==> src/lsu_consts.svh <==
`ifndef LSU_CONSTS_SVH
`define LSU_CONSTS_SVH

// data and address width
`define LSU_XLEN 32

// bit counter for 32 serial cycles
`define LSU_CNT_W 5

// ram word address bits, 256 words
`define RAM_AW 8

// request buffer entries
`define REQBUF_DEPTH 2

`endif

==> src/mem_pkg.sv <==
package mem_pkg;

   // command on the memory bus
   typedef enum logic {
      MEM_READ  = 1'b0,
      MEM_WRITE = 1'b1
   } mem_cmd_e;

   // ram read data is held until the read channel takes it
   typedef enum logic {
      RAM_IDLE      = 1'b0,
      RAM_READ_HOLD = 1'b1
   } ram_state_e;

endpackage

==> src/mem_req_buffer.sv <==
`timescale 1ns/1ps
`include "lsu_consts.svh"

module mem_req_buffer #(
   parameter int DEPTH = `REQBUF_DEPTH
) (
   input  logic                  i_clk,
   input  logic                  i_rst_n,
   input  mem_pkg::mem_cmd_e     i_ca_cmd,
   input  logic [`LSU_XLEN-1:0]  i_ca_adr,
   input  logic                  i_ca_vld,
   input  logic [`LSU_XLEN-1:0]  i_dm_dat,
   input  logic [3:0]            i_dm_msk,
   input  logic                  i_dm_vld,
   input  logic                  i_req_rdy,
   output logic                  o_ca_rdy,
   output logic                  o_dm_rdy,
   output mem_pkg::mem_cmd_e     o_req_cmd,
   output logic [`LSU_XLEN-1:0]  o_req_adr,
   output logic [`LSU_XLEN-1:0]  o_req_dat,
   output logic [3:0]            o_req_msk,
   output logic                  o_req_vld
);

   localparam int PW = (DEPTH > 1) ? $clog2(DEPTH) : 1;
   localparam int CW = $clog2(DEPTH + 1);

   mem_pkg::mem_cmd_e           cmd_q [DEPTH];
   logic [`LSU_XLEN-1:0]        adr_q [DEPTH];
   logic [`LSU_XLEN-1:0]        dat_q [DEPTH];
   logic [3:0]                  msk_q [DEPTH];
   logic [PW-1:0]               wr_ptr;
   logic [PW-1:0]               rd_ptr;
   logic [CW-1:0]               count;
   logic                        full;
   logic                        push;
   logic                        pop;

   assign full     = (count == CW'(DEPTH));
   assign o_ca_rdy = ~full;
   assign o_dm_rdy = ~full;

   // a write needs its data beat in the same cycle as the command
   assign push = i_ca_vld & o_ca_rdy & ((i_ca_cmd == mem_pkg::MEM_READ) | i_dm_vld);
   assign pop  = o_req_vld & i_req_rdy;

   assign o_req_vld = (count != '0);
   assign o_req_cmd = cmd_q[rd_ptr];
   assign o_req_adr = adr_q[rd_ptr];
   assign o_req_dat = dat_q[rd_ptr];
   assign o_req_msk = msk_q[rd_ptr];

   always_ff @(posedge i_clk) begin
      if (push) begin
         cmd_q[wr_ptr] <= i_ca_cmd;
         adr_q[wr_ptr] <= i_ca_adr;
         dat_q[wr_ptr] <= i_dm_dat;
         msk_q[wr_ptr] <= i_dm_msk;
      end
   end

   always_ff @(posedge i_clk or negedge i_rst_n) begin
      if (!i_rst_n) begin
         wr_ptr <= '0;
         rd_ptr <= '0;
         count  <= '0;
      end else begin
         if (push)
            wr_ptr <= (wr_ptr == PW'(DEPTH - 1)) ? '0 : wr_ptr + 1'b1;
         if (pop)
            rd_ptr <= (rd_ptr == PW'(DEPTH - 1)) ? '0 : rd_ptr + 1'b1;
         count <= count + CW'(push) - CW'(pop);
      end
   end

   // pointers meet only when the queue is empty or full
   a_no_push_full: assert property (@(posedge i_clk) disable iff (!i_rst_n)
      push |-> ((wr_ptr != rd_ptr) | (count == '0)));

   a_no_pop_empty: assert property (@(posedge i_clk) disable iff (!i_rst_n)
      pop |-> ((wr_ptr != rd_ptr) | full));

endmodule

==> config.mk <==
export PLATFORM = sky130hd
export DESIGN_NAME = mem_req_buffer
export DESIGN_NICKNAME = d
export VERILOG_FILES = /design/src/mem_pkg.sv /design/src/mem_req_buffer.sv
export VERILOG_INCLUDE_DIRS = /design/src
export SDC_FILE = /design/constraint.sdc
export NUM_CORES = 1
export LEC_CHECK = 0
export BUFFER_PORTS_ARGS = -buffer_cell sky130_fd_sc_hd__buf_2
export CORE_ASPECT_RATIO = 0.5
export CORE_MARGIN = 2
export CORE_UTILIZATION = 52
export CTS_CLUSTER_DIAMETER = 40
export DETAILED_ROUTE_END_ITERATION = 16
export PLACE_DENSITY_LB_ADDON = 0.1
export SLEW_MARGIN = 20
export SYNTH_ARGS = -nofsm -noshare
export SYNTH_HDL_FRONTEND = slang
export SYNTH_SLANG_ARGS = --single-unit
export TNS_END_PERCENT = 30
==> constraint.sdc <==
create_clock -name i_clk -period 8 [get_ports i_clk]
set_clock_uncertainty 0.05 [all_clocks]
set_input_delay 0.4 -clock i_clk [delete_from_list [all_inputs] [get_ports i_clk]]
set_output_delay 0.4 -clock i_clk [all_outputs]
set_load 0.02 [all_outputs]
* After elaboration in Yosys (flattened, before gate mapping)
Memories as Yosys holds them, arrays and structs flattened.
Cells that the tools add are included.
** Cells by class
- $add $sub $neg :: 4
- Equality and inequality tests :: 1
- Multiplexer cells :: 4
- Bitwise logic cells :: 6
- Reductions and logical operators :: 1
** Operator list (count)
- 2-to-1 mux 1 bit :: 4
- AND 1 bit :: 3
- adder 1 bit, second input constant :: 2
- adder 2 x 1 -> 2 bit :: 1
- == test 2 bit, second input constant :: 1
- inverter 1 bit :: 2
- nonzero test 2 bit :: 1
- subtractor 2 x 1 -> 2 bit :: 1
- OR 1 bit :: 1
** Word-level totals
- Bits in registers :: 4
- Bits in writable memories :: 138
- Input bits :: 74
- Output and inout port bits :: 72
- Logic and storage cells :: 23
- Memories kept :: 4
** Memory list
- adr_q :: words 2, bits a word 32, read ports 1, clocked after memory_dff 0, write ports 1, line mem_req_buffer.sv:29 : logic [`LSU_XLEN-1:0] adr_q [DEPTH];
- dat_q :: words 2, bits a word 32, read ports 1, clocked after memory_dff 0, write ports 1, line mem_req_buffer.sv:30 : logic [`LSU_XLEN-1:0] dat_q [DEPTH];
- msk_q :: words 2, bits a word 4, read ports 1, clocked after memory_dff 0, write ports 1, line mem_req_buffer.sv:31 : logic [3:0] msk_q [DEPTH];
- cmd_q :: words 2, bits a word 1, read ports 1, clocked after memory_dff 0, write ports 1, line mem_req_buffer.sv:28 : mem_pkg::mem_cmd_e cmd_q [DEPTH];

* Longest topological paths before layout
- Depth after elaboration :: 6
- Depth in mapped cells :: 6
- Mapped depth without buffers :: 6

* Least setup slack after synthesis
OpenSTA, ideal clock, no wires.
- Path kind :: reg-to-reg
- From :: register count[0]
- To :: memory adr_q[0][0] in the netlist's numbering, enable pin
- Setup time :: 0.497 ns
- Data arrival time :: 3.743 ns
- Data required time :: 7.453 ns
- Path slack :: 3.711 ns
- Cell stages (with the launch flop) :: 4
- Path buffers :: 0
- Period minus slack after synthesis :: 4.289 ns
- Cells stage by stage :: dfrtp_1 -> nand2b_1 -> nand3_1 -> nor2_1
** On the way
- Cells in the longest elaborated chain, start to end :: 6
** Ends and longest elaborated chain
- start: declaration :: line mem_req_buffer.sv:34 : logic [CW-1:0] count;
- start signal: assignment :: line mem_req_buffer.sv:72 : count <= count + CW'(push) - CW'(pop);
- == test 2 bit :: line mem_req_buffer.sv:39 : assign full = (count == CW'(DEPTH));
- inverter 1 bit :: line mem_req_buffer.sv:40 : assign o_ca_rdy = ~full;
- net o_ca_rdy :: line mem_req_buffer.sv:16 : output logic o_ca_rdy,
- AND 1 bit (2 in a row) :: line mem_req_buffer.sv:44 : assign push = i_ca_vld & o_ca_rdy & ((i_ca_cmd == mem_pkg::MEM_READ) | i_dm_vld);
- 2-to-1 mux 1 bit :: line mem_req_buffer.sv:54 : if (push) begin
- 2-to-1 mux 1 bit (implied by the code) :: line mem_req_buffer.sv:56 : adr_q[wr_ptr] <= i_ca_adr;
- end: declaration :: line mem_req_buffer.sv:29
The timed path passes the listed nets, and every way through them passes these cells.

* Worst setup path in the final report
- From :: register rd_ptr
- To :: output port o_req_adr[27]
** On the way
- Cells in the longest elaborated chain, start to end :: 1
** Ends and longest elaborated chain
- start: declaration :: line mem_req_buffer.sv:33 : logic [PW-1:0] rd_ptr;
- start signal: assignment :: line mem_req_buffer.sv:71 : rd_ptr <= (rd_ptr == PW'(DEPTH - 1)) ? '0 : rd_ptr + 1'b1;
- memory read (2 x 32 bit)
- end: declaration :: line mem_req_buffer.sv:19 : output logic [`LSU_XLEN-1:0] o_req_adr,
No other way between the ends.

==> results.sh <==
export IMPL_setup_viol=0
export IMPL_start_kind="register"
export IMPL_dieArea_mm2=0.0110
export IMPL_irDropWorstVdd_uv=204
export IMPL_synthTopCellsByArea="edfxtp_1, mux2_2, dfrtp_1"
export IMPL_portBuffers=145
export IMPL_path_delay_family="buffers and inverters"
export IMPL_vias_per_cell=5.01
export IMPL_wirelength_mm=9.21
export IMPL_ys_seq_elements=142
export IMPL_fin_ws_ns=5.21
export IMPL_cp_end_kind="output pin"
export IMPL_die_x_um=146
export IMPL_slew_viol_final=0
export IMPL_avgSynthCellArea_um2=21.7
export IMPL_grt_pass1_vias=2908
export IMPL_cts_reportedPaths_clkPinSlew_ns=0.06
export IMPL_critical_path_class="register to output pin"
export IMPL_final_cells=550
export IMPL_worstHoldPathType="input port to register"
export IMPL_ys_types=18
export IMPL_drtIter0Drc=93
export IMPL_antenna_found_initial=0
export IMPL_synth_top_area_share_pct=78.7
export IMPL_layout_nets=477
export IMPL_cp_num_cells=3
export IMPL_final_antenna_net_count=0
export IMPL_vias=2753
export IMPL_crit_fanout=47
export IMPL_rsz0062_at_grt="false"
export IMPL_reg2reg_depth=4
export IMPL_cts_htree_levels=4
export IMPL_synth_common_cells="edfxtp_1, mux2_2, buf_6"
export IMPL_drive_above_1_share_pct=60.7
export IMPL_tritoncts="done"
export IMPL_hold_depth=1
export IMPL_outcome="finished, final reports clean"
export IMPL_total_power_w=0.00257
export IMPL_critical_path_cell_chain="buf_4, mux2_2, buf_2"
export IMPL_syn_inst=243
export IMPL_fmax_mhz=358
export IMPL_drtPass1Iterations=4
export IMPL_gp_congestion=0.684
export IMPL_tns_ns=0
export IMPL_worst_pin_slew_ns=0.663
export IMPL_async_reset_ff_share_pct=2.82
export IMPL_grt_max_degree=51
export IMPL_cts_root_buffer="clkbuf_16"
export IMPL_netlist_area_mm2=0.00527
export IMPL_syn_num_nets=318
export IMPL_synthFlopType="edfxtp_1"
export IMPL_fillers=653
export IMPL_numCtsBuffers=17
export IMPL_worstPathArrival_ns=2.34
export IMPL_dp_hpwl_mm=6.09
export IMPL_grt_use_total_pct=17.2
export IMPL_start_util_pct=54.7
export IMPL_drc=0
export IMPL_post_route_min_period_ns=2.79
export IMPL_placementRows=25
export IMPL_design_area_mm2=0.00673
export IMPL_ctsResizeCount=0
export IMPL_netlist_top_cell_by_area="edfxtp_1"
export IMPL_critPathSlowestCell="dfrtp_2"
export IMPL_hold_viol=0
export IMPL_grt_first_pass_wirelength_mm=14.0
export IMPL_slew_headroom_pct=55.8
export IMPL_multi_input_area_um2=932
export IMPL_ios=146
export IMPL_leakage_nw=2.55
export IMPL_maxCapViolCount=0
export IMPL_antenna_cells=0
export IMPL_yosysMostFrequentCell="edfxtp_1"
export IMPL_required_ns=7.55
export IMPL_wire_per_inst_um=16.8
export IMPL_cts_sinks=142
export IMPL_ys_warn_count=0
export IMPL_path_buf_inv=2
export IMPL_syn2layout_area_growth_pct=27.8
export IMPL_grt_overflow_total=0
export IMPL_placed_cell_area_mm2=0.00610
export IMPL_seqCellArea_mm2=0.00425
export IMPL_die_h_um=75.2
export IMPL_power_per_cell_area_mw_per_mm2=381
export IMPL_cp_slowest_stage_delay_ns=0.71
export IMPL_placedCellCount=517
export IMPL_post_place_ws_ns=5.46
export IMPL_clock_path_buffers=2
export IMPL_synth_edf_count=138
export IMPL_finalCritPeriodShare_pct=34.9
export IMPL_ys_seq_area_share_pct=80.6
export IMPL_worstSkewPairLatency_ns=0.40
export IMPL_core_mm2=0.00963
registers in the layout (all words and copies together), names as in the netlist:
signal / cells
adr_q: 64
dat_q: 64
msk_q: 8
cmd_q: 2
count: 2
rd_ptr: 1
wr_ptr: 1
through the flow:
| stage | hold slack (ns) | utilization, % |
|---|---|---|
| 4_1_cts | 0.114 | 69.9 |
| 5_1_grt | 0.118 | 69.9 |
| 6_report | 0.131 | 69.9 |
| 3_3_place_gp | 0.162 | 63.3 |
| 2_1_floorplan | 0.0544 | - |
| 3_5_place_dp | 0.162 | 63.3 |
layout make-up:
| type | count | share of cell area (%) |
|---|---|---|
| clock buffers | 18 | 6.38 |
| clock inverters | 14 | 2.81 |
| inverters | 2 | 0.112 |
| multi-input cells | 90 | 13.9 |
| flip-flops and latches | 142 | 63.1 |
| well taps | 135 | 2.51 |
| repair buffers | 149 | 11.3 |
worst register-to-register path, delay by kind of cell, from the launching register on:
kind	cells	cell delay (ns)
DFF	1	0.42
and+or+nand+nor	3	0.95
buffers and inverters	1	0.64
path summary, 6_finish.rpt:
check,end,slack (ns),startpoint
max in group asynchronous,rd_ptr,7.46,i_rst_n
worst min-delay path,adr_q[0][6],0.13,i_ca_adr[6]
worst min register to register,wr_ptr,0.53,wr_ptr
min in group asynchronous,count[0],0.30,i_rst_n
worst max register to register,adr_q[1][7],5.51,count[0]
worst max-delay path,o_req_adr[27],5.21,rd_ptr
routing by layer:
metal	GRT usage, %	vias to the layer above	part of all wire [%]
met5	0	-	0
met4	7.77	0	1.2
met3	5.27	10	6.1
met2	30.7	94	52
met1	20.1	1369	41
li1	-	1280	-
logic make-up (layout without fill, tap and decap cells):
family / after synthesis / in the layout / synth area share [%]
AND/OR/NAND/NOR: 13 / 13 / 1.26
XOR/XNOR: 3 / 3 / 0.499
adder cells (fa/ha/maj): 1 / 1 / 0.238
multiplexers: 69 / 69 / 14.8
AO/OA/AOI/OAI: 4 / 4 / 0.665
flip-flops: 142 / 142 / 80.6
buffers and inverters: 11 / 183 / 2.00
cells in the final DEF, fill, tap and decap left out:
| master | Yosys | layout |
|---|---|---|
| or2_2 | 1 | 1 |
| o21ai_0 | 1 | 1 |
| edfxtp_1 | 138 | 138 |
| xnor2_1 | 3 | 3 |
| buf_4 | 1 | 3 |
| clkbuf_16 | 0 | 17 |
| a22oi_2 | 1 | 1 |
| a2bb2oi_1 | 1 | 1 |
| nand2_1 | 5 | 5 |
| buf_2 | 0 | 145 |
| bufinv_16 | 0 | 4 |
| clkbuf_1 | 0 | 1 |
| a31o_1 | 1 | 1 |
| inv_6 | 0 | 4 |
| dlygate4sd3_1 | 0 | 1 |
| nor2_1 | 3 | 1 |
| clkinv_4 | 0 | 1 |
| clkinv_1 | 0 | 2 |
| nand2b_1 | 1 | 1 |
| nand3_1 | 2 | 2 |
| inv_1 | 2 | 2 |
| nand2b_4 | 1 | 1 |
| mux2_2 | 69 | 69 |
| dfrtp_2 | 0 | 1 |
| clkinv_2 | 0 | 2 |
| clkinvlp_4 | 0 | 1 |
| dfrtp_1 | 4 | 3 |
| nor2_4 | 0 | 2 |
| ha_1 | 1 | 1 |
power by group:
part           switching, W  internal (W)
clock              0.000290      0.000523
sequential        0.0000590      0.000975
combinational      0.000429      0.000290
what timing repair did:
item	4_1_cts	5_1_grt
hold buffers	1	0
endpoints found under the hold margin	4	0
endpoints found under the setup margin	0	0
buffers inserted	0	0
No activity file was read; power rests on OpenSTA's default activity.
