**src/lsu_consts.svh**
```systemverilog
`ifndef LSU_CONSTS_SVH
`define LSU_CONSTS_SVH

// data and address width
`define LSU_XLEN 32

// bit counter for 32 serial cycles
`define LSU_CNT_W 5

// ram word address bits, 256 words
`define RAM_AW 8

// request buffer entries
`define REQBUF_DEPTH 2

`endif

```
**src/lsu_pkg.sv**
```systemverilog
package lsu_pkg;

   // request opcode from the core side
   typedef enum logic {
      LSU_LOAD  = 1'b0,
      LSU_STORE = 1'b1
   } lsu_op_e;

   // access width and signedness, risc-v funct3 encodings
   typedef enum logic [2:0] {
      F3_B  = 3'b000,
      F3_H  = 3'b001,
      F3_W  = 3'b010,
      F3_BU = 3'b100,
      F3_HU = 3'b101
   } funct3_e;

   typedef enum logic [2:0] {
      SEQ_IDLE,
      SEQ_INIT,
      SEQ_WAIT,
      SEQ_RESULT,
      SEQ_DONE
   } seq_state_e;

endpackage

```
**src/mem_pkg.sv**
```systemverilog
package mem_pkg;

   // command on the memory bus
   typedef enum logic {
      MEM_READ  = 1'b0,
      MEM_WRITE = 1'b1
   } mem_cmd_e;

   // ram read data is held until the read channel takes it
   typedef enum logic {
      RAM_IDLE      = 1'b0,
      RAM_READ_HOLD = 1'b1
   } ram_state_e;

endpackage

```
**src/serial_mem_if.sv**
```systemverilog
`timescale 1ns/1ps
`include "lsu_consts.svh"

module serial_mem_if (
   input  logic                  i_clk,
   input  logic                  i_rst_n,
   input  logic                  i_en,
   input  logic                  i_init,
   input  logic                  i_dat_valid,
   input  logic                  i_cmd,
   input  lsu_pkg::funct3_e      i_funct3,
   input  logic                  i_rs1,
   input  logic                  i_rs2,
   input  logic                  i_imm,
   input  logic                  i_ca_rdy,
   input  logic                  i_dm_rdy,
   input  logic [`LSU_XLEN-1:0]  i_rd_dat,
   input  logic                  i_rd_vld,
   output logic                  o_rd,
   output logic                  o_busy,
   output mem_pkg::mem_cmd_e     o_ca_cmd,
   output logic [`LSU_XLEN-1:0]  o_ca_adr,
   output logic                  o_ca_vld,
   output logic [`LSU_XLEN-1:0]  o_dm_dat,
   output logic [3:0]            o_dm_msk,
   output logic                  o_dm_vld,
   output logic                  o_rd_rdy
);

   logic [2:0]                 f3;
   logic                       is_signed;
   logic                       is_word;
   logic                       is_half;
   logic                       is_byte;
   logic                       upper_half;
   logic                       ca_en;
   logic                       dm_en;
   logic                       rd_en;
   logic                       sum;
   logic                       carry;
   logic [`LSU_XLEN-1:0]       adr_sr;
   logic [`LSU_XLEN-1:0]       dat;
   logic [1:0]                 bytepos;
   logic [`LSU_CNT_W-1:0]      cnt;
   logic                       init_r;
   logic                       init_2r;
   logic                       init_fall;
   logic                       signbit;
   logic                       dat_en;

   assign f3         = i_funct3;
   assign is_signed  = ~f3[2];
   assign is_word    = f3[1];
   assign is_half    = f3[0];
   assign is_byte    = ~(|f3[1:0]);
   assign upper_half = bytepos[1];

   assign ca_en     = o_ca_vld & i_ca_rdy;
   assign dm_en     = o_dm_vld & i_dm_rdy;
   assign rd_en     = i_rd_vld & o_rd_rdy;
   assign init_fall = init_r & ~i_init;

   // read data is only taken between serial phases
   assign o_rd_rdy = ~i_en;

   // serial rs1 + imm, one bit per cycle
   assign sum = i_rs1 ^ i_imm ^ carry;

   assign o_ca_adr = adr_sr;
   assign o_ca_cmd = mem_pkg::mem_cmd_e'(i_cmd);
   assign o_dm_dat = dat;

   // past the access width the load is extended with the held sign bit
   assign o_rd = i_dat_valid ? dat[0] : (signbit & is_signed);

   // stop shifting store data once it reaches its byte lane
   always_comb begin
      if (is_word)
         dat_en = 1'b1;
      else if (is_half)
         dat_en = upper_half ? (cnt < `LSU_CNT_W'(16)) : 1'b1;
      else begin
         case (bytepos)
            2'd3:    dat_en = (cnt < `LSU_CNT_W'(8));
            2'd2:    dat_en = (cnt < `LSU_CNT_W'(16));
            2'd1:    dat_en = (cnt < `LSU_CNT_W'(24));
            default: dat_en = 1'b1;
         endcase
      end
   end

   always_comb begin
      if (is_word)
         o_dm_msk = 4'b1111;
      else if (is_half)
         o_dm_msk = upper_half ? 4'b1100 : 4'b0011;
      else
         o_dm_msk = 4'b0001 << bytepos;
   end

   always_ff @(posedge i_clk or negedge i_rst_n) begin
      if (!i_rst_n) begin
         carry    <= 1'b0;
         cnt      <= '0;
         init_r   <= 1'b0;
         init_2r  <= 1'b0;
         o_busy   <= 1'b0;
         o_ca_vld <= 1'b0;
         o_dm_vld <= 1'b0;
      end else begin
         carry   <= i_en & ((i_rs1 & i_imm) | (carry & (i_rs1 ^ i_imm)));
         cnt     <= cnt + `LSU_CNT_W'(i_init);
         init_r  <= i_init;
         init_2r <= init_r;

         if (i_en & i_init)
            o_busy <= 1'b1;
         else if (rd_en | dm_en)
            o_busy <= 1'b0;

         if (ca_en)
            o_ca_vld <= 1'b0;
         else if (init_fall)
            o_ca_vld <= 1'b1;

         if (dm_en)
            o_dm_vld <= 1'b0;
         else if (init_fall)
            o_dm_vld <= i_cmd;
      end
   end

   always_ff @(posedge i_clk) begin
      if (i_init)
         adr_sr <= {sum, adr_sr[`LSU_XLEN-1:1]};

      // address bits 0 and 1 come out in the first two init cycles
      if (i_init & ~init_r)
         bytepos[0] <= sum;
      if (init_r & ~init_2r)
         bytepos[1] <= sum;

      if (i_dat_valid)
         signbit <= dat[0];

      // move the addressed lane down to bit 0
      if (rd_en) begin
         dat[31:16] <= i_rd_dat[31:16];
         dat[15:8]  <= (is_half & upper_half) ? i_rd_dat[31:24] : i_rd_dat[15:8];
         if (is_byte & (bytepos == 2'd3))
            dat[7:0] <= i_rd_dat[31:24];
         else if ((is_byte & (bytepos == 2'd2)) | (is_half & upper_half))
            dat[7:0] <= i_rd_dat[23:16];
         else if (is_byte & (bytepos == 2'd1))
            dat[7:0] <= i_rd_dat[15:8];
         else
            dat[7:0] <= i_rd_dat[7:0];
      end else if (i_en & dat_en) begin
         dat <= {i_rs2, dat[`LSU_XLEN-1:1]};
      end
   end

   // a stalled request keeps its payload
   a_ca_vld_hold: assert property (@(posedge i_clk) disable iff (!i_rst_n)
      (o_ca_vld & ~i_ca_rdy) |=> (o_ca_vld & $stable(o_ca_adr) & $stable(o_ca_cmd)));

   a_dm_vld_hold: assert property (@(posedge i_clk) disable iff (!i_rst_n)
      (o_dm_vld & ~i_dm_rdy) |=> (o_dm_vld & $stable(o_dm_dat) & $stable(o_dm_msk)));

   a_dm_not_on_read: assert property (@(posedge i_clk) disable iff (!i_rst_n)
      $rose(o_dm_vld) |-> (o_ca_cmd == mem_pkg::MEM_WRITE));

endmodule

```
**config.mk**
```make
export PLATFORM = sky130hd
export DESIGN_NAME = serial_mem_if
export DESIGN_NICKNAME = d
export VERILOG_FILES = /design/src/lsu_pkg.sv /design/src/mem_pkg.sv /design/src/serial_mem_if.sv
export VERILOG_INCLUDE_DIRS = /design/src
export SDC_FILE = /design/constraint.sdc
export NUM_CORES = 1
export LEC_CHECK = 0
export ABC_AREA = 1
export BUFFER_PORTS_ARGS = -buffer_cell sky130_fd_sc_hd__buf_2
export CAP_MARGIN = 25
export CORE_MARGIN = 5
export CORE_UTILIZATION = 53
export DETAILED_ROUTE_END_ITERATION = 8
export GPL_TIMING_DRIVEN = 0
export HOLD_SLACK_MARGIN = 0.15
export PLACE_DENSITY = 0.92
export SETUP_SLACK_MARGIN = 0.15
export SLEW_MARGIN = 20
export SYNTH_ARGS = -nofsm -noshare
export SYNTH_HDL_FRONTEND = slang
export SYNTH_SLANG_ARGS = --single-unit
```
**constraint.sdc**
```tcl
create_clock -name i_clk -period 3.8 [get_ports i_clk]
set_input_delay 0.19 -clock i_clk [delete_from_list [all_inputs] [get_ports i_clk]]
set_output_delay 0.19 -clock i_clk [all_outputs]
set_load 0.02 [all_outputs]
```
Word-level counts from Yosys, hierarchy flattened
Cells that the tools add are included.
{"block": "classes", "n_shift": 1, "order_cmp": 3, "div_mod_pow": 0, "bitwise": 27, "mux": 20, "reduce_logical": 5, "addsub": 1, "n_eq_ne": 3, "mul": 0}
{"op": "$mux W32", "count": 2}
{"op": "$mux W8", "count": 4}
{"op": "$and A1 B1 Y1", "count": 16}
{"op": "$mux W4", "count": 3}
{"op": "$lt A5 B5 Y1 const B", "count": 2}
{"op": "$mux W1", "count": 10}
{"op": "$reduce_bool A2 Y1", "count": 4}
{"op": "$not A1 Y1", "count": 6}
{"op": "$add A5 B1 Y5", "count": 1}
{"op": "$lt A5 B4 Y1 const B", "count": 1}
{"op": "$eq A2 B2 Y1 const B", "count": 2}
{"op": "$shl A1 B2 Y4 const A", "count": 1}
{"op": "$or A1 B1 Y1", "count": 3}
{"op": "$pmux W1 S3", "count": 1}
{"op": "$eq A2 B1 Y1 const B", "count": 1}
{"op": "$reduce_or A2 Y1", "count": 1}
{"op": "$xor A1 B1 Y1", "count": 2}
{"block": "totals", "mem_count": 0, "rom_bits": 0, "reg_bits": 78, "ramBits": 0, "elab_cells": 72, "output_inout_bits": 74, "latch_bits": 0}

Depth between registers and ports, before layout
{"block": "depth", "word_depth": 7, "depth_mapped": 8, "mapped_depth_nobuf": 8}

Least setup slack after synthesis
No wires, ideal clock.
{"block": "synth_timing", "path_kind": "reg2reg", "start": "register bytepos[0]", "end": "register dat[0], in the netlist o_dm_dat[0], enable pin", "synth_period_minus_slack_ps": 1991, "n_path_buf": 0, "setup_time_ps": 477, "stages_incl_launch_ff": 7, "arrival_ps": 1513, "setup_slack_ps": 1809, "path_cell_list": "edfxtp_1 > inv_2 > or2_2 > o22ai_1 > nand2_1 > nand2_1 > nand2_1"}
{"block": "synth_via", "elab_chain_cells": 6, "word_cells_on_any_way": 8, "classes_between": "eq/ne: 3; mux: 3; bitwise: 1; reduce/logical: 1"}
{"element": "start, declared", "line_no": "serial_mem_if.sv:43", "rtl": "logic [1:0] bytepos;"}
{"element": "start signal, assigned", "line_no": "serial_mem_if.sv:139", "rtl": "bytepos[0] <= sum;"}
{"element": "$eq A2 B1 Y1 / $eq A2 B2 Y1 (equally long branches)", "line_no": "serial_mem_if.sv:83", "rtl": "case (bytepos)"}
{"element": "$pmux W1 S3 *", "line_no": "serial_mem_if.sv:83"}
{"element": "$mux W1 *", "line_no": "serial_mem_if.sv:80", "rtl": "else if (is_half)"}
{"element": "$mux W1 *", "line_no": "serial_mem_if.sv:78", "rtl": "if (is_word)"}
{"element": "$and A1 B1 Y1 *", "line_no": "serial_mem_if.sv:158", "rtl": "end else if (i_en & dat_en) begin"}
{"element": "$reduce_bool A2 Y1 (no line) *"}
{"element": "end signal, assigned", "line_no": "serial_mem_if.sv:155", "rtl": "dat[7:0] <= i_rd_dat[15:8];"}
{"element": "end signal, assigned", "line_no": "serial_mem_if.sv:157", "rtl": "dat[7:0] <= i_rd_dat[7:0];"}
{"element": "end signal, assigned", "line_no": "serial_mem_if.sv:159", "rtl": "dat <= {i_rs2, dat[`LSU_XLEN-1:1]};"}
{"element": "end, declared", "line_no": "serial_mem_if.sv:42", "rtl": "logic [`LSU_XLEN-1:0] dat;"}
Mark *: on every way between the ends. The rest lies on a longest branch, timed or not.
A chain may end at the register's enable or synchronous reset.

Worst setup path in the final report
{"block": "layout_timing", "start": "input i_en", "end": "register dat[16], in the netlist o_dm_dat[16], enable pin"}
{"block": "layout_via", "elab_chain_cells": 3, "word_cells_on_any_way": 4, "classes_between": "bitwise: 3; reduce/logical: 1"}
{"element": "start, declared", "line_no": "serial_mem_if.sv:7", "rtl": "input logic i_en,"}
{"element": "$not A1 Y1", "line_no": "serial_mem_if.sv:64", "rtl": "assign o_rd_rdy = ~i_en;"}
{"element": "$and A1 B1 Y1", "line_no": "serial_mem_if.sv:60", "rtl": "assign rd_en = i_rd_vld & o_rd_rdy;"}
{"element": "$reduce_bool A2 Y1 (no line) *"}
{"element": "end signal, assigned", "line_no": "serial_mem_if.sv:148", "rtl": "dat[31:16] <= i_rd_dat[31:16];"}
{"element": "end signal, assigned", "line_no": "serial_mem_if.sv:159"}
Marks and branches as above.

==> impl_metrics.json <==
{
  "gp_congestion": 1.008,
  "finalHoldViolCount": 0,
  "wl_met1_mm": 3.313,
  "finalCriticalPeriod_ns": 2.216,
  "grt_pass1_wl_mm": 14.16,
  "ant_nets": 0,
  "hpwl_mm": 6.452,
  "start_kind": "input pin",
  "finalClockSkew_ns": 0.008947,
  "avgViaCountPerCell": 5.266,
  "hold_path_class": "in2reg",
  "wl_mm": 8.848,
  "yosysWarningCount": 0,
  "die_h_um": 90.09,
  "synth.most_common_cell": "nand2_1",
  "clock_latency_ns": 0.35,
  "root_buffer": "clkbuf_8",
  "endpoint_kind": "flip-flop",
  "post_cts_buffers": 0,
  "die_w_um": 90.09,
  "r2r_end": "o_dm_dat[16]",
  "dr_wl_met2_mm": 4.577,
  "antenna_cells": 0,
  "fmax_mhz": 451.4,
  "report.final.slew_viol_count": 0,
  "ys_ff_latch": 78,
  "reg2reg_from": "bytepos[0]",
  "ios": 121,
  "async_flop_share": 0.1410,
  "gr-total-overflow": 0,
  "fin_crit_sh": 0.5830,
  "synth.yosys.seq_area_share": 0.6728,
  "die_area_um2": 8116,
  "fin_util": 0.7042,
  "worst_slew_pin_slew_ns": 0.7784,
  "grt_setup_unrepaired": "false",
  "critPathRequiredTime_ns": 3.79,
  "timing.reg2reg.setup_slack_ns": 1.81,
  "cap_violations": 0,
  "powerDensity_nw_per_um2": 490.5,
  "numClockSinks": 78,
  "setup_viol": 0,
  "h-tree-depth": 3,
  "reg2reg_depth": 6,
  "synth.top_cell.area_share": 0.5918,
  "syn_area_um2": 3400,
  "port_buffers": 120,
  "drc": 0,
  "top_layer": "met4",
  "synth_fp_nets": 364,
  "clockBufferDepth": 2,
  "drt_iter0_markers": 232,
  "crit_end": "o_dm_dat[16]",
  "dr.pass1.iters": 5,
  "coreArea_um2": 6277,
  "slew_headroom": 0.4793,
  "antenna_found_initial": 0,
  "num_vias": 2849,
  "clk_pin_slew_ns": 0.08,
  "ir_worst_vdd_mv": 0.3432,
  "grt_start_max_net_pins": 38,
  "routedWlPerCell_um": 16.35,
  "initial_utilization": 0.5416,
  "arrival_ns": 2.20,
  "wl_met3_um": 672,
  "grt_pass1_vias": 2777,
  "slowest_stage": "nand2_2",
  "criticalPathCategory": "in2reg",
  "cts-buffers-inserted": 9,
  "synth_edf_count": 67,
  "synthTopCellsByArea": "edfxtp_1, nand2_1, dfrtp_1",
  "path_max_fanout": 32,
  "status": "complete, no violations",
  "track_usage": 0.2203,
  "tns_ns": 0,
  "fin_nets": 509,
  "yosysTopAreaCell": "edfxtp_1",
  "finalPower_mw": 2.168,
  "avgSynthCellArea_um2": 10.83,
  "layout-drive-gt1-share": 0.3297,
  "slowest_delay_ns": 0.65,
  "critical_path.startpoint": "i_en",
  "syn_inst": 314,
  "area_growth_pct": 30.03,
  "synth_cell_type_count": 29,
  "synthFlopType": "edfxtp_1",
  "crit_chain": "dlygate4sd3_1 -> buf_2 -> nor2_2 -> inv_2 -> clkbuf_1 -> nand2_2",
  "num_rows": 29,
  "p_leak_nw": 2.120,
  "synthTopCellsByCount": "nand2_1, edfxtp_1, inv_1, o21ai_0, nor2_1",
  "cts_tree": "done"
}
[logic make-up after synthesis]
family                     count (synthesis)  synth area share
and+or+nand+nor                          146            0.1914
DFF                                       78            0.6728
buffers and inverters                     43           0.05116
AOI/OAI and AO/OA                         41           0.06367
xor gates and xnor gates                   3          0.007731
adders and majority gates                  3           0.01325
[layer usage]
| layer | up-vias | track usage |
|---|---|---|
| li1 | 1338 | - |
| met1 | 1318 | 0.2626 |
| met2 | 162 | 0.3811 |
| met3 | 31 | 0.05426 |
| met4 | 0 | 0.08809 |
| met5 | - | 0 |
[cells in the final DEF, fill, tap and decap left out, types with 2 or more instances in the layout]
cell           Yosys  final
nand3_1           11     11
nor2_1            14     14
a21oi_1           10     10
o21ai_0           26     26
inv_2              2      2
dlygate4sd3_1      0     14
nand3b_1           8      8
edfxtp_1          67     67
ha_1               2      2
nand2_1          103    102
clkinv_4           0      2
xor2_1             3      3
dfrtp_1           11     11
clkinvlp_4         0      2
inv_1             30     30
o211ai_1           2      2
buf_4              2      2
buf_2              2    122
nand2_4            3      3
nor2_2             2      2
clkbuf_8           0      9
clkbuf_1           5      5
[critical path, delay by kind of cell]
kind	cells	cell delay, ns
AND/OR/NAND/NOR	2	0.93
buffers and inverters	4	1.08
[report_power, final]
part | internal (mW) | switching [mW]
registers | 1.08 | 0.0627
logic | 0.154 | 0.305
clock network | 0.245 | 0.327
total | 1.47 | 0.694
[worst min path at each step]
stage / startpoint / endpoint / slack [ns] / cells after the start
after floorplan: i_rst_n / carry / -0.11 / 0
after detailed placement: i_rst_n / cnt[1] / 0.07 / 1
final: i_rd_dat[17] / o_dm_dat[17] / 0.17 / 3
after global routing: i_rd_dat[26] / o_dm_dat[26] / 0.16 / 3
after global placement: i_rst_n / cnt[1] / 0.06 / 1
after CTS: i_rd_dat[30] / o_dm_dat[30] / 0.16 / 3
[repair_timing]
| item | CTS | global route |
|---|---|---|
| resized for setup | 0 | 0 |
| hold endpoints to repair | 23 | 0 |
| hold buffers | 14 | 0 |
| setup endpoints to repair | 0 | 0 |
[final cells by class]
cell class | count | area (µm²)
sequential | 78 | 2287
timing repair buffer | 134 | 740.7
buffer | 9 | 43.79
multi-input combinational | 193 | 940.9
inverter | 34 | 130.1
clock inverter | 7 | 57.56
clock buffer | 9 | 123.9
fill | 467 | 1857
tap | 77 | 96.34
[through the flow]
stage / hold slack (ns) / setup slack [ns] / instance area (µm²) / std cells
2_1_floorplan: -0.1056 / 1.809 / 3400 / 314
3_3_place_gp: 0.06142 / 1.408 / 4096 / 511
3_5_place_dp: 0.07044 / 1.775 / 4099 / 511
4_1_cts: 0.1573 / 1.597 / 4420 / 541
5_1_grt: 0.1649 / 1.396 / 4420 / 541
6_report: 0.1675 / 1.584 / 4420 / 541
[state kept, by name, indices dropped and copies added (netlist names)]
register  cells
o_ca_adr     32
signbit       1
carry         1
o_busy        1
init_2r       1
init_r        1
bytepos       2
o_dm_vld      1
o_dm_dat     32
o_ca_vld      1
cnt           5
Power figures use the tool's default switching activity.
