**src/lsu_consts.svh**
```systemverilog
`ifndef LSU_CONSTS_SVH
`define LSU_CONSTS_SVH

// data and address width
`define LSU_XLEN 32

// bit counter for 32 serial cycles
`define LSU_CNT_W 5

// ram word address bits, 256 words
`define RAM_AW 8

// request buffer entries
`define REQBUF_DEPTH 2

`endif

```
**src/lsu_pkg.sv**
```systemverilog
package lsu_pkg;

   // request opcode from the core side
   typedef enum logic {
      LSU_LOAD  = 1'b0,
      LSU_STORE = 1'b1
   } lsu_op_e;

   // access width and signedness, risc-v funct3 encodings
   typedef enum logic [2:0] {
      F3_B  = 3'b000,
      F3_H  = 3'b001,
      F3_W  = 3'b010,
      F3_BU = 3'b100,
      F3_HU = 3'b101
   } funct3_e;

   typedef enum logic [2:0] {
      SEQ_IDLE,
      SEQ_INIT,
      SEQ_WAIT,
      SEQ_RESULT,
      SEQ_DONE
   } seq_state_e;

endpackage

```
**src/lsu_sequencer.sv**
```systemverilog
`timescale 1ns/1ps
`include "lsu_consts.svh"

module lsu_sequencer (
   input  logic                  i_clk,
   input  logic                  i_rst_n,
   input  logic                  i_req_valid,
   input  lsu_pkg::lsu_op_e      i_req_op,
   input  lsu_pkg::funct3_e      i_req_funct3,
   input  logic [`LSU_XLEN-1:0]  i_req_base,
   input  logic [`LSU_XLEN-1:0]  i_req_offset,
   input  logic [`LSU_XLEN-1:0]  i_req_wdata,
   input  logic                  i_rd,
   input  logic                  i_busy,
   output logic                  o_req_ready,
   output logic                  o_rsp_valid,
   output logic [`LSU_XLEN-1:0]  o_rsp_rdata,
   output logic                  o_en,
   output logic                  o_init,
   output logic                  o_dat_valid,
   output logic                  o_cmd,
   output lsu_pkg::funct3_e      o_funct3,
   output logic                  o_rs1,
   output logic                  o_rs2,
   output logic                  o_imm
);

   lsu_pkg::seq_state_e         state;
   logic [`LSU_CNT_W-1:0]       cnt;
   lsu_pkg::lsu_op_e            op_r;
   lsu_pkg::funct3_e            f3_r;
   logic [`LSU_XLEN-1:0]        rs1_sr;
   logic [`LSU_XLEN-1:0]        imm_sr;
   logic [`LSU_XLEN-1:0]        rs2_sr;
   logic [2:0]                  f3_bits;
   logic                        accept;
   logic                        last_bit;

   assign accept   = i_req_valid & o_req_ready;
   assign last_bit = (cnt == {`LSU_CNT_W{1'b1}});
   assign f3_bits  = f3_r;

   assign o_req_ready = (state == lsu_pkg::SEQ_IDLE);
   assign o_rsp_valid = (state == lsu_pkg::SEQ_DONE);
   assign o_init      = (state == lsu_pkg::SEQ_INIT);
   assign o_en        = (state == lsu_pkg::SEQ_INIT) | (state == lsu_pkg::SEQ_RESULT);
   assign o_cmd       = (op_r == lsu_pkg::LSU_STORE);
   assign o_funct3    = f3_r;

   // operands go out lsb first
   assign o_rs1 = rs1_sr[0];
   assign o_imm = imm_sr[0];
   assign o_rs2 = rs2_sr[0];

   // load bits are only meaningful for the access width
   always_comb begin
      o_dat_valid = 1'b0;
      if (state == lsu_pkg::SEQ_RESULT) begin
         case (f3_bits[1:0])
            2'b00:   o_dat_valid = (cnt < `LSU_CNT_W'(8));
            2'b01:   o_dat_valid = (cnt < `LSU_CNT_W'(16));
            default: o_dat_valid = 1'b1;
         endcase
      end
   end

   always_ff @(posedge i_clk or negedge i_rst_n) begin
      if (!i_rst_n) begin
         state <= lsu_pkg::SEQ_IDLE;
         cnt   <= '0;
      end else begin
         case (state)
            lsu_pkg::SEQ_IDLE: begin
               cnt <= '0;
               if (accept)
                  state <= lsu_pkg::SEQ_INIT;
            end
            lsu_pkg::SEQ_INIT: begin
               cnt <= cnt + 1'b1;
               if (last_bit)
                  state <= lsu_pkg::SEQ_WAIT;
            end
            lsu_pkg::SEQ_WAIT: begin
               if (!i_busy)
                  state <= (op_r == lsu_pkg::LSU_LOAD) ? lsu_pkg::SEQ_RESULT
                                                       : lsu_pkg::SEQ_DONE;
            end
            lsu_pkg::SEQ_RESULT: begin
               cnt <= cnt + 1'b1;
               if (last_bit)
                  state <= lsu_pkg::SEQ_DONE;
            end
            default: state <= lsu_pkg::SEQ_IDLE;
         endcase
      end
   end

   always_ff @(posedge i_clk) begin
      if (accept) begin
         op_r        <= i_req_op;
         f3_r        <= i_req_funct3;
         rs1_sr      <= i_req_base;
         imm_sr      <= i_req_offset;
         rs2_sr      <= i_req_wdata;
         o_rsp_rdata <= '0;
      end else if (state == lsu_pkg::SEQ_INIT) begin
         rs1_sr <= {1'b0, rs1_sr[`LSU_XLEN-1:1]};
         imm_sr <= {1'b0, imm_sr[`LSU_XLEN-1:1]};
         rs2_sr <= {1'b0, rs2_sr[`LSU_XLEN-1:1]};
      end else if (state == lsu_pkg::SEQ_RESULT) begin
         o_rsp_rdata <= {i_rd, o_rsp_rdata[`LSU_XLEN-1:1]};
      end
   end

   // init is one serial word long
   a_init_32_cycles: assert property (@(posedge i_clk) disable iff (!i_rst_n)
      $fell(o_init) |-> ($past(o_init, 32) & !$past(o_init, 33)));

endmodule

```
**config.mk**
```make
export PLATFORM = sky130hd
export DESIGN_NAME = lsu_sequencer
export DESIGN_NICKNAME = d
export VERILOG_FILES = /design/src/lsu_pkg.sv /design/src/lsu_sequencer.sv
export VERILOG_INCLUDE_DIRS = /design/src
export SDC_FILE = /design/constraint.sdc
export NUM_CORES = 1
export LEC_CHECK = 0
export ABC_AREA = 1
export ABC_CLOCK_PERIOD_IN_PS = 9400
export BUFFER_PORTS_ARGS = -buffer_cell sky130_fd_sc_hd__clkbuf_2
export CORE_ASPECT_RATIO = 0.9
export CORE_UTILIZATION = 50
export DETAILED_ROUTE_END_ITERATION = 6
export PLACE_DENSITY = 0.76
export SYNTH_ARGS = -nofsm -noshare
export SYNTH_HDL_FRONTEND = slang
export SYNTH_SLANG_ARGS = --single-unit
export TNS_END_PERCENT = 1
```
**constraint.sdc**
```tcl
create_clock -name i_clk -period 9.4 [get_ports i_clk]
set_input_delay 0.94 -clock i_clk [delete_from_list [all_inputs] [get_ports i_clk]]
set_output_delay 0.94 -clock i_clk [all_outputs]
set_load 0.005 [all_outputs]
```
==> Yosys cells after proc, flatten, opt, wreduce, memory -nomap -nowiden <==
Cells that the tools add are included.
Widths: inputs -> output; s select.
{ "totals": {"wordCells": 46, "in_bits": 105, "out_inout_bits": 44, "regBits": 140} }
{ "classes": {"n_lt_le_gt_ge": 2, "eq_ne": 10, "mux": 15, "reduce_logical": 7, "n_addsub": 1, "n_bitwise": 3} }
{ "op_table": {"columns": ["op", "n"], "rows": [
  ["$mux 32", 6],
  ["$mux 3", 5],
  ["$pmux 3 s4", 1],
  ["$pmux 5 s2", 1],
  ["$eq 3x2->1 const B", 2],
  ["$add 5x1->5 const B", 1],
  ["$eq 5x5->1 const B", 1],
  ["$lt 5x4->1 const B", 1],
  ["$lt 5x5->1 const B", 1],
  ["$ne 2x1->1 const B", 2],
  ["$ne 2x2->1 const B", 2],
  ["$reduce_and 4->1", 1],
  ["$reduce_bool 2->1", 2],
  ["$eq 3x1->1 const B", 1],
  ["$eq 3x3->1 const B", 1],
  ["$logic_not 3->1", 1],
  ["$eq 2x1->1 const B", 1],
  ["$logic_not 2->1", 1],
  ["$pmux 1 s2", 1],
  ["$reduce_and 2->1", 1],
  ["$reduce_or 2->1", 1],
  ["$and 1x1->1", 1],
  ["$mux 1", 1],
  ["$not 1->1", 1],
  ["$or 1x1->1", 1]
]} }

==> Depth between registers and ports, before layout <==
Gate-level depths: netlist of the first run.
{ "logic_depth": {"depth_word": 4, "mapped_depth": 9} }

==> Worst setup path after synthesis of the first run <==
Ideal clock, no wire load.
{ "synth_timing": {"path_kind": "input -> register", "from": "input i_req_valid", "to": "register imm_sr[0], enable pin", "setup_time_ns": 0.458, "t_arrival_ns": 3.242, "path_slack_ns": 5.700, "stages": 3, "path_cell_list": "nand2_4 > buf_2 > nand2_1"} }
{ "synth_between": {"elab_chain_cells": 2} }
{ "synth_rtl": {"columns": ["element", "line_no", "text"], "rows": [
  ["from (decl)", "lsu_sequencer.sv:7", "input logic i_req_valid,"],
  ["$and 1x1->1", "lsu_sequencer.sv:39", "assign accept = i_req_valid & o_req_ready;"],
  ["$reduce_bool 2->1 (no line)", null, null],
  ["to (signal assigned)", "lsu_sequencer.sv:103", "imm_sr <= i_req_offset;"],
  ["to (signal assigned)", "lsu_sequencer.sv:108", "imm_sr <= {1'b0, imm_sr[`LSU_XLEN-1:1]};"],
  ["to (decl)", "lsu_sequencer.sv:33", "logic [`LSU_XLEN-1:0] imm_sr;"]
]} }
Every way passes these cells.
A chain may end at the register's enable or synchronous reset.

==> Final worst setup path of the first run <==
{ "layout_timing": {"from": "register state[2]", "to": "output o_dat_valid"} }
{ "layout_between": {"elab_chain_cells": 2} }
{ "layout_rtl": {"columns": ["element", "line_no", "text"], "rows": [
  ["from (decl)", "lsu_sequencer.sv:28", "lsu_pkg::seq_state_e state;"],
  ["from (signal assigned)", "lsu_sequencer.sv:69", "state <= lsu_pkg::SEQ_IDLE;"],
  ["from (signal assigned)", "lsu_sequencer.sv:76", "state <= lsu_pkg::SEQ_INIT;"],
  ["from (signal assigned)", "lsu_sequencer.sv:81", "state <= lsu_pkg::SEQ_WAIT;"],
  ["$eq 3x2->1", "lsu_sequencer.sv:58", "if (state == lsu_pkg::SEQ_RESULT) begin"],
  ["$mux 1", "lsu_sequencer.sv:58", null],
  ["to (decl)", "lsu_sequencer.sv:20", "output logic o_dat_valid,"]
]} }
Every way passes these cells.

==> results list, run 1 <==
* Area of the mapped netlist: ~0.0059 sq mm
- Pin count of the biggest net entering global routing: 99
* TritonCTS clock tree: built
- Final period utilization: 0.3643
- Walking the worst path, the cells encountered are inv_1 -> nand2_1 -> nor2_4 -> inv_2 -> a21oi_1 -> clkbuf_2.
- Area overhead of the layout relative to synthesis: 23.11%
- In this run the tightest slew margin relative to its limit is 0.1597.
- The first routing iteration left 416 violations.
* Async set-or-reset flop fraction in the synthesized netlist: 0.05714
* Crit path buf inv count: 3
- Critical path data required time: 8.46 ns
- CTS Buf Count: 17
- The repair_antennas step left the layout with diodes totalling 0.
- Setup violations remaining at the end of the flow were counted as 0.
- Met3 track utilization from global routing: 0.08741
- Port Buf Inserts: 148
* Global Route met2 Usage: 0.3153
- GPL Wtd Cong: 0.7509
- Clock-pin transition on the worst setup and hold timing paths: 0.06 ns
- Max Cap Violations: 0
* Count of standard-cell rows: 37
- Buffers inserted by post-CTS timing repair: 0
- Post-Syn Nets: 726
- Routed vias: 4447
* DR DRC count: 0
- Final Cell Area: 0.007300 sq mm
- Static timing analysis puts the maximum clock frequency at 292.1 MHz.
- Sequential-to-total area share from yosys stat: 0.6482
- Number of placed instances with taps included: 895
- Worst skew pair latency: around 0.41 ns
- In the global route stage, overall resource usage came out at 0.2085.
* Critical Path Start Type: flop
- Number of cells upsized or downsized after cts: 0
- Most used standard cell by instance count after synthesis: nand2_1
* Worst slack at placement: 5.832 ns
* Layout cell share with drive strength beyond 1: 0.2802
- For the final database, setup skew stands at between 0.006 and 0.007 ns.
- Maximum fanout encountered on the critical timing path: 33
- Hold repair after CTS inserted 0 buffers.
- Global-route layer with the greatest usage: met2
- The initial antenna violation count came to 0.
- Total count of max-transition violations in the final report: 0
- Top-Level Pins: 149
- Deepest clock path buffer count: 2
- Area contributors post-synth: edfxtp_1, nand2_1, dfxtp_1
- Main synth FF type: edfxtp_1
* Total iterations of the first detailed-routing run: 5
- Total Routed Length: 12.20 mm
- IR analysis of the VDD net gives a maximum drop of 0.2447 mV.
- Fin Setup TNS: 0 ns
* Power per unit of standard cell area: 380.8 mW/mm^2
- Power share of the clock group: 0.247
- Max stage delay cell, worst path: nor2_4
- Class of the most critical setup path: flop to output pin
- At the end of the flow, the number of nets in the layout was approximately 870.
* Warnings from Yosys: 0
- Sort of element at the end of the critical path: output pin
- Share of power burned in combinational logic: 0.295
- The cell count after synthesis came out at a little over 600.
- Number of global-route vias before repair: 4246
* Part of the power in registers: 0.458
- Gate family responsible for the most delay along the worst path: simple AND/OR/NAND/NOR gates
- The die covers 0.01230 sq mm.
- The detail route stage leaves a number of antenna-violating nets equal to 0.
- By count the netlist is led by nand2_1, edfxtp_1, dfxtp_1.
* Area post-placement: 0.006691 sq mm
- In this run the clock root is driven by a clkbuf_16.
- First-pass GRT wire length: approximately 20 mm
- Static Leak: roughly 0.0034 uW
* Post-synthesis cell type with the largest combined area: edfxtp_1
- Fin crit period: 3.424 ns
* Number of enable flip-flop cells after synthesis: 100
* RSZ-0062 raised after global routing: no
* Count of fill cells added during filler insertion: 983
* Internal Power: 1855 uW
- The count of final hold-check violations was 0.
- For the worst setup path, the data arrival time is 2.48 ns.
- The count of cells in the finished layout, fillers not included, comes to 927.
* Fraction of power spent switching nets: 0.3328
- The share of synthesized area in the top cell type comes to 0.5064.
- Type of the worst min-delay path: input pin to asynchronous set/reset pin
- Remaining global-route overflow: 0
- Die outline height: 105.3 um
- For the pin with the worst max-slew slack, the measured transition is 1.260 ns.
- Final setup margin: ~6 ns
- The flow ran to the end, and the final reports show no timing, DRC or antenna violations.
- For this configuration, the core starts out at a cell density of 0.5165.
- Counting every sink on the clock net gives 140.
* Maximum level of the CTS H-tree: 4
- HPWL reported at the end of detailed placement: 7.842 mm
- Synthesis inferred 140 register bits.
- The floorplan step set the die width to ~120 um.
- For met1 alone, demand over resource in global routing was 0.2712.
- The core region is 0.01148 sq mm.
- Syn Area/Cell: 9.579 sq um
* Switch Pwr: 925.2 uW
- Maximum single-stage delay on the critical path: 0.58 ns
- Mean number of vias per cell: 4.797
* Wire length per cell: 13.16 um
- Count of unique library cells instantiated by Yosys: 21
[through the flow]
| step | utilization | hold WS, ns | power, uW |
|---|---|---|---|
| 3_3_place_gp | 0.5828 | 0.4577 | 2058 |
| 6_report | 0.6358 | 0.3773 | 2780 |
| 2_1_floorplan | - | 0.4530 | 1866 |
| 4_1_cts | 0.6358 | 0.3669 | 2807 |
| 5_1_grt | 0.6358 | 0.3645 | 2978 |
| 3_5_place_dp | 0.5828 | 0.4654 | 2111 |
[registers in the layout (all words and copies together) (netlist names)]
register,cells
rs2_sr,32
state,3
cnt,5
o_cmd,1
o_funct3,3
o_rsp_rdata,32
rs1_sr,32
imm_sr,32
[area by class of cell]
class / instances / area, sq um / area share
Multi-Input combinational cell: 433 / 1838 / 0.2518
Inverter: 17 / 66.31 / 0.009085
Tap cell: 156 / 195.2 / 0.02674
Clock buffer: 20 / 436.7 / 0.05982
Timing Repair Buffer: 149 / 748.2 / 0.1025
Clock inverter: 12 / 171.4 / 0.02348
Sequential cell: 140 / 3844 / 0.5266
[routing by layer]
metal / vias up / routed length (um)
met4: 0 / 29
li1: 2256 / -
met5: - / 0
met2: 146 / 5606
met3: 2 / 1112
met1: 2043 / 5447
[path summary, 6_finish.rpt]
path                                     start              to  slack [ns]  depth (start not counted)
worst max-delay path                  state[2]     o_dat_valid        5.98                          6
worst min-delay path                   i_rst_n          cnt[2]        0.38                          1
worst max register to register        state[0]      imm_sr[17]        6.12                          8
worst min register to register  o_rsp_rdata[0]  o_rsp_rdata[0]        0.47                          2
max in group asynchronous              i_rst_n        state[0]        8.82                          1
min in group i_clk              o_rsp_rdata[0]  o_rsp_rdata[0]        0.47                          2
[cells in the final DEF (no fill, tap or decap), types with 2 or more instances in the layout]
master     Yosys  routed
nand2_1      367     366
clkbuf_2       0     148
edfxtp_1     100     100
dfxtp_1       32      32
a21oi_2       29      29
clkbuf_16      0      17
inv_1         14      14
nor2_1        14      14
dfrtp_1        8       8
o21ai_0        5       5
a21oi_1        5       5
nand3_1        5       5
clkinv_2       0       5
bufinv_16      0       4
clkbuf_1       0       3
clkinv_4       0       3
nor2_2         2       2
inv_2          2       2
nand2_4        1       2
ha_1           2       2
[power by group through the flow]
stage / combinational (uW) / clock [uW] / sequential (uW)
finish: 820 / 688 / 1270
detailed placement: 830 / 0 / 1280
CTS: 835 / 698 / 1270
floorplan: 592 / 0 / 1270
global route: 941 / 730 / 1310
global placement: 789 / 0 / 1270
[logic make-up after synthesis]
group,count (synthesis),synth area share
AO/OA/AOI/OAI,39,0.05127
flip-flops,140,0.6482
AND/OR/NAND/NOR,392,0.2532
buffers and inverters,46,0.04305
adder cells (fa/ha/maj),2,0.004220
Power figures use the tool's default switching activity.
==> inputs of run 2 (changes only) <==
- ABC_CLOCK_PERIOD_IN_PS: 9400 -> 3200
- clock period: 9.4 -> 3.2 ns (I/O delays scaled with it)
==> run 2 against run 1 <==
Sequential share of layout area down 0.89 points. Clock skew is 0.0041 ns higher. Largest cell class unchanged. Hold slack lost 0.29 ns. Clock power grew to 3.0 times the previous value. Utilization up 1.1 points. Power grew to 3.0 times the previous value. Final cell count up 0.76%. Final area increased by 1.7%. First-iteration DRC count is 35% lower. Global-route usage rose by 0.088 points. Critical path type is now flop to flop. Register-to-register slack got worse by 5.2 ns. Non-clock buffer count increased by 7.
==> results list, run 2 (synthesis gave the netlist of run 1 again) <==
- The worst setup path is launched from a flop.
* Critical path data required time: ~3.3 ns
- Wire length per cell: ~13 um
* Number of DRC markers in iteration 0: around 270
* Worst Clk Skew: 0.01104 ns
- Leaving out fill and tap cells, the most frequent cell in the layout is nand2_1.
* Number of cells upsized or downsized after cts: 0
- Initial standard-cell utilization of the core: 0.5165
- Number of global-route vias before repair: 4231
- The repair_antennas step left the layout with diodes totalling 0.
* Commonest non-fill, non-tap cells in the layout: nand2_1, clkbuf_2, edfxtp_1
* Total iterations of the first detailed-routing run: 4
- Worst skew pair latency: 0.41 ns
- Measured on the finished design, the core utilization comes to 0.6467.
- The worst hold path belongs to the class input pin to flop.
* Detail Route Antenna Nets: 0
* Final period utilization: 0.7183
- The die covers 0.01230 sq mm.
- Hold timing on the final database bottoms out at a slack of 0.08467 ns.
* TritonCTS clock tree: built
- Buffers inserted by post-CTS timing repair: 0
* Total Routed Length: 12.30 mm
- Measured along the y axis, the die boundary spans 105.3 um.
- The clock net in this run drives a total of 140 sinks.
- STA classifies the critical path endpoint as a flop.
- Remaining global-route overflow: 0
- The worst path needs 2.299 ns of the cycle, external delays included.
- On the worst path, the slowest cell contributes a delay of 0.59 ns.
* Endpoints failing setup: 0
- Dividing total power by cell area gives a power density of about 1100 mW/mm^2.
* DR DRC count: 0
* Maximum level of the CTS H-tree: 4
- Most frequent cell on the critical path: nand2_4
- Setup repair after global routing left no endpoint under its margin.
- The detailed router placed 4529 vias in this run.
* Fin Setup TNS: 0 ns
* Maximum fanout encountered on the critical timing path: 48
- The max-slew violation count is 0.
- Max rail drop VDD: 0.8302 mV
* Max stage delay cell, worst path: nand2_4
* GPL Wtd Cong: approximately 0.77
- Across the run, the number of max-cap violations was 0.
- The initial antenna violation count was 0.
- The die is 116.8 um wide.
- In this run the static leakage power is 0.003459 uW.
- Final hold violation count: 0
- Pin count of the biggest net entering global routing: a little under 60
* Outcome: finished clean
- Measured against its own limit, the worst slew margin works out to 0.5534.
- Before CTS, the worst setup slack after placement is roughly 0.86 ns.
- Number of buffers inserted for hold repair after clock tree synthesis: 1
* Final setup margin: 0.9014 ns
* Class of the most critical setup path: flop to flop
- Final net count: 872
* Deepest clock path buffer count: 2
* Port Buf Inserts: between 100 and 150
- Compared with the post-synthesis result, the final layout area differs by 25.22%.
- Mean number of vias per cell: 4.849
- Clock-pin transition on the worst setup and hold timing paths: 0.06 ns
- The floorplan step defined a core boundary enclosing 0.01148 sq mm.
* Count of standard-cell rows: 37
- HPWL reported at the end of detailed placement: 8.261 mm
- Across every metal layer, demand over resource in global routing totals 0.2094.
* Layout cell share with drive strength beyond 1: 0.2892
- The critical path goes through nor2_2 -> nand2_2 -> inv_2 -> nand2_4 -> nand2_4 -> buf_4.
- First-pass GRT wire length: 19.67 mm
* Crit path arrival time: 2.39 ns
- CTS Buf Count: 17
* Worst Max-Slew Pin Slew: 0.6699 ns
- Max Clock Freq: 435.0 MHz
* Clock Root Buffer: clkbuf_16
- For this design the top-level I/O count stands at around 150.
[run 2: changes by cell type in the layout (fill, tap and decap cells not counted), sizes merged]
cell,before,now
dlygate4sd3,0,1
inv,17,20
clkinv,8,5
bufinv,4,1
clkbuf,168,171
buf,1,7
[run 2: final cells by class]
type	count	area, sq um
inverters	17	66.31
repair buffers	156	828.3
clock inverters	9	88.84
fillers	929	4056
flip-flops and latches	140	3844
multi-input cells	433	1838
clock buffers	23	564.3
well taps	156	195.2
[run 2: per-stage QoR]
stage | cell area [sq um] | power, uW | instances
final | 7425 | 8269 | 934
after global routing | 7425 | 8838 | 934
after CTS | 7425 | 8353 | 934
after detailed placement | 6761 | 6239 | 901
after global placement | 6761 | 6113 | 901
after floorplan | 5932 | 5443 | 619
[run 2: worst max-delay path: cells and delay by family, from the launching register on]
| kind | cells | cell delay [ns] |
|---|---|---|
| DFF | 1 | 0.43 |
| and+or+nand+nor | 4 | 1.11 |
| buffers and inverters | 2 | 0.43 |
[run 2: routing by layer]
metal,vias up,global-route usage,share of wire
met2,139,0.3267,0.47
li1,2271,-,-
met3,12,0.07763,0.077
met5,-,0,0
met4,0,0.06058,0.012
met1,2107,0.2727,0.44
[run 2: worst paths after layout]
kind	start	end	slack [ns]	cells past startpoint
setup / recovery	state[1]	rs1_sr[27]	0.90	6
hold / removal	i_req_funct3[1]	o_funct3[1]	0.08	1
setup reg to reg	state[1]	rs1_sr[27]	0.90	6
hold reg to reg	o_rsp_rdata[23]	o_rsp_rdata[23]	0.48	2
max in group asynchronous	i_rst_n	state[1]	2.73	2
min in group asynchronous	i_rst_n	cnt[1]	0.29	2
[run 2: power by group]
part	leakage (uW)	internal [uW]	switching, uW	total (uW)
Sequential	0.00134	3320	381	3700
Clock	0.000326	1330	746	2080
Combinational	0.00179	871	1620	2490
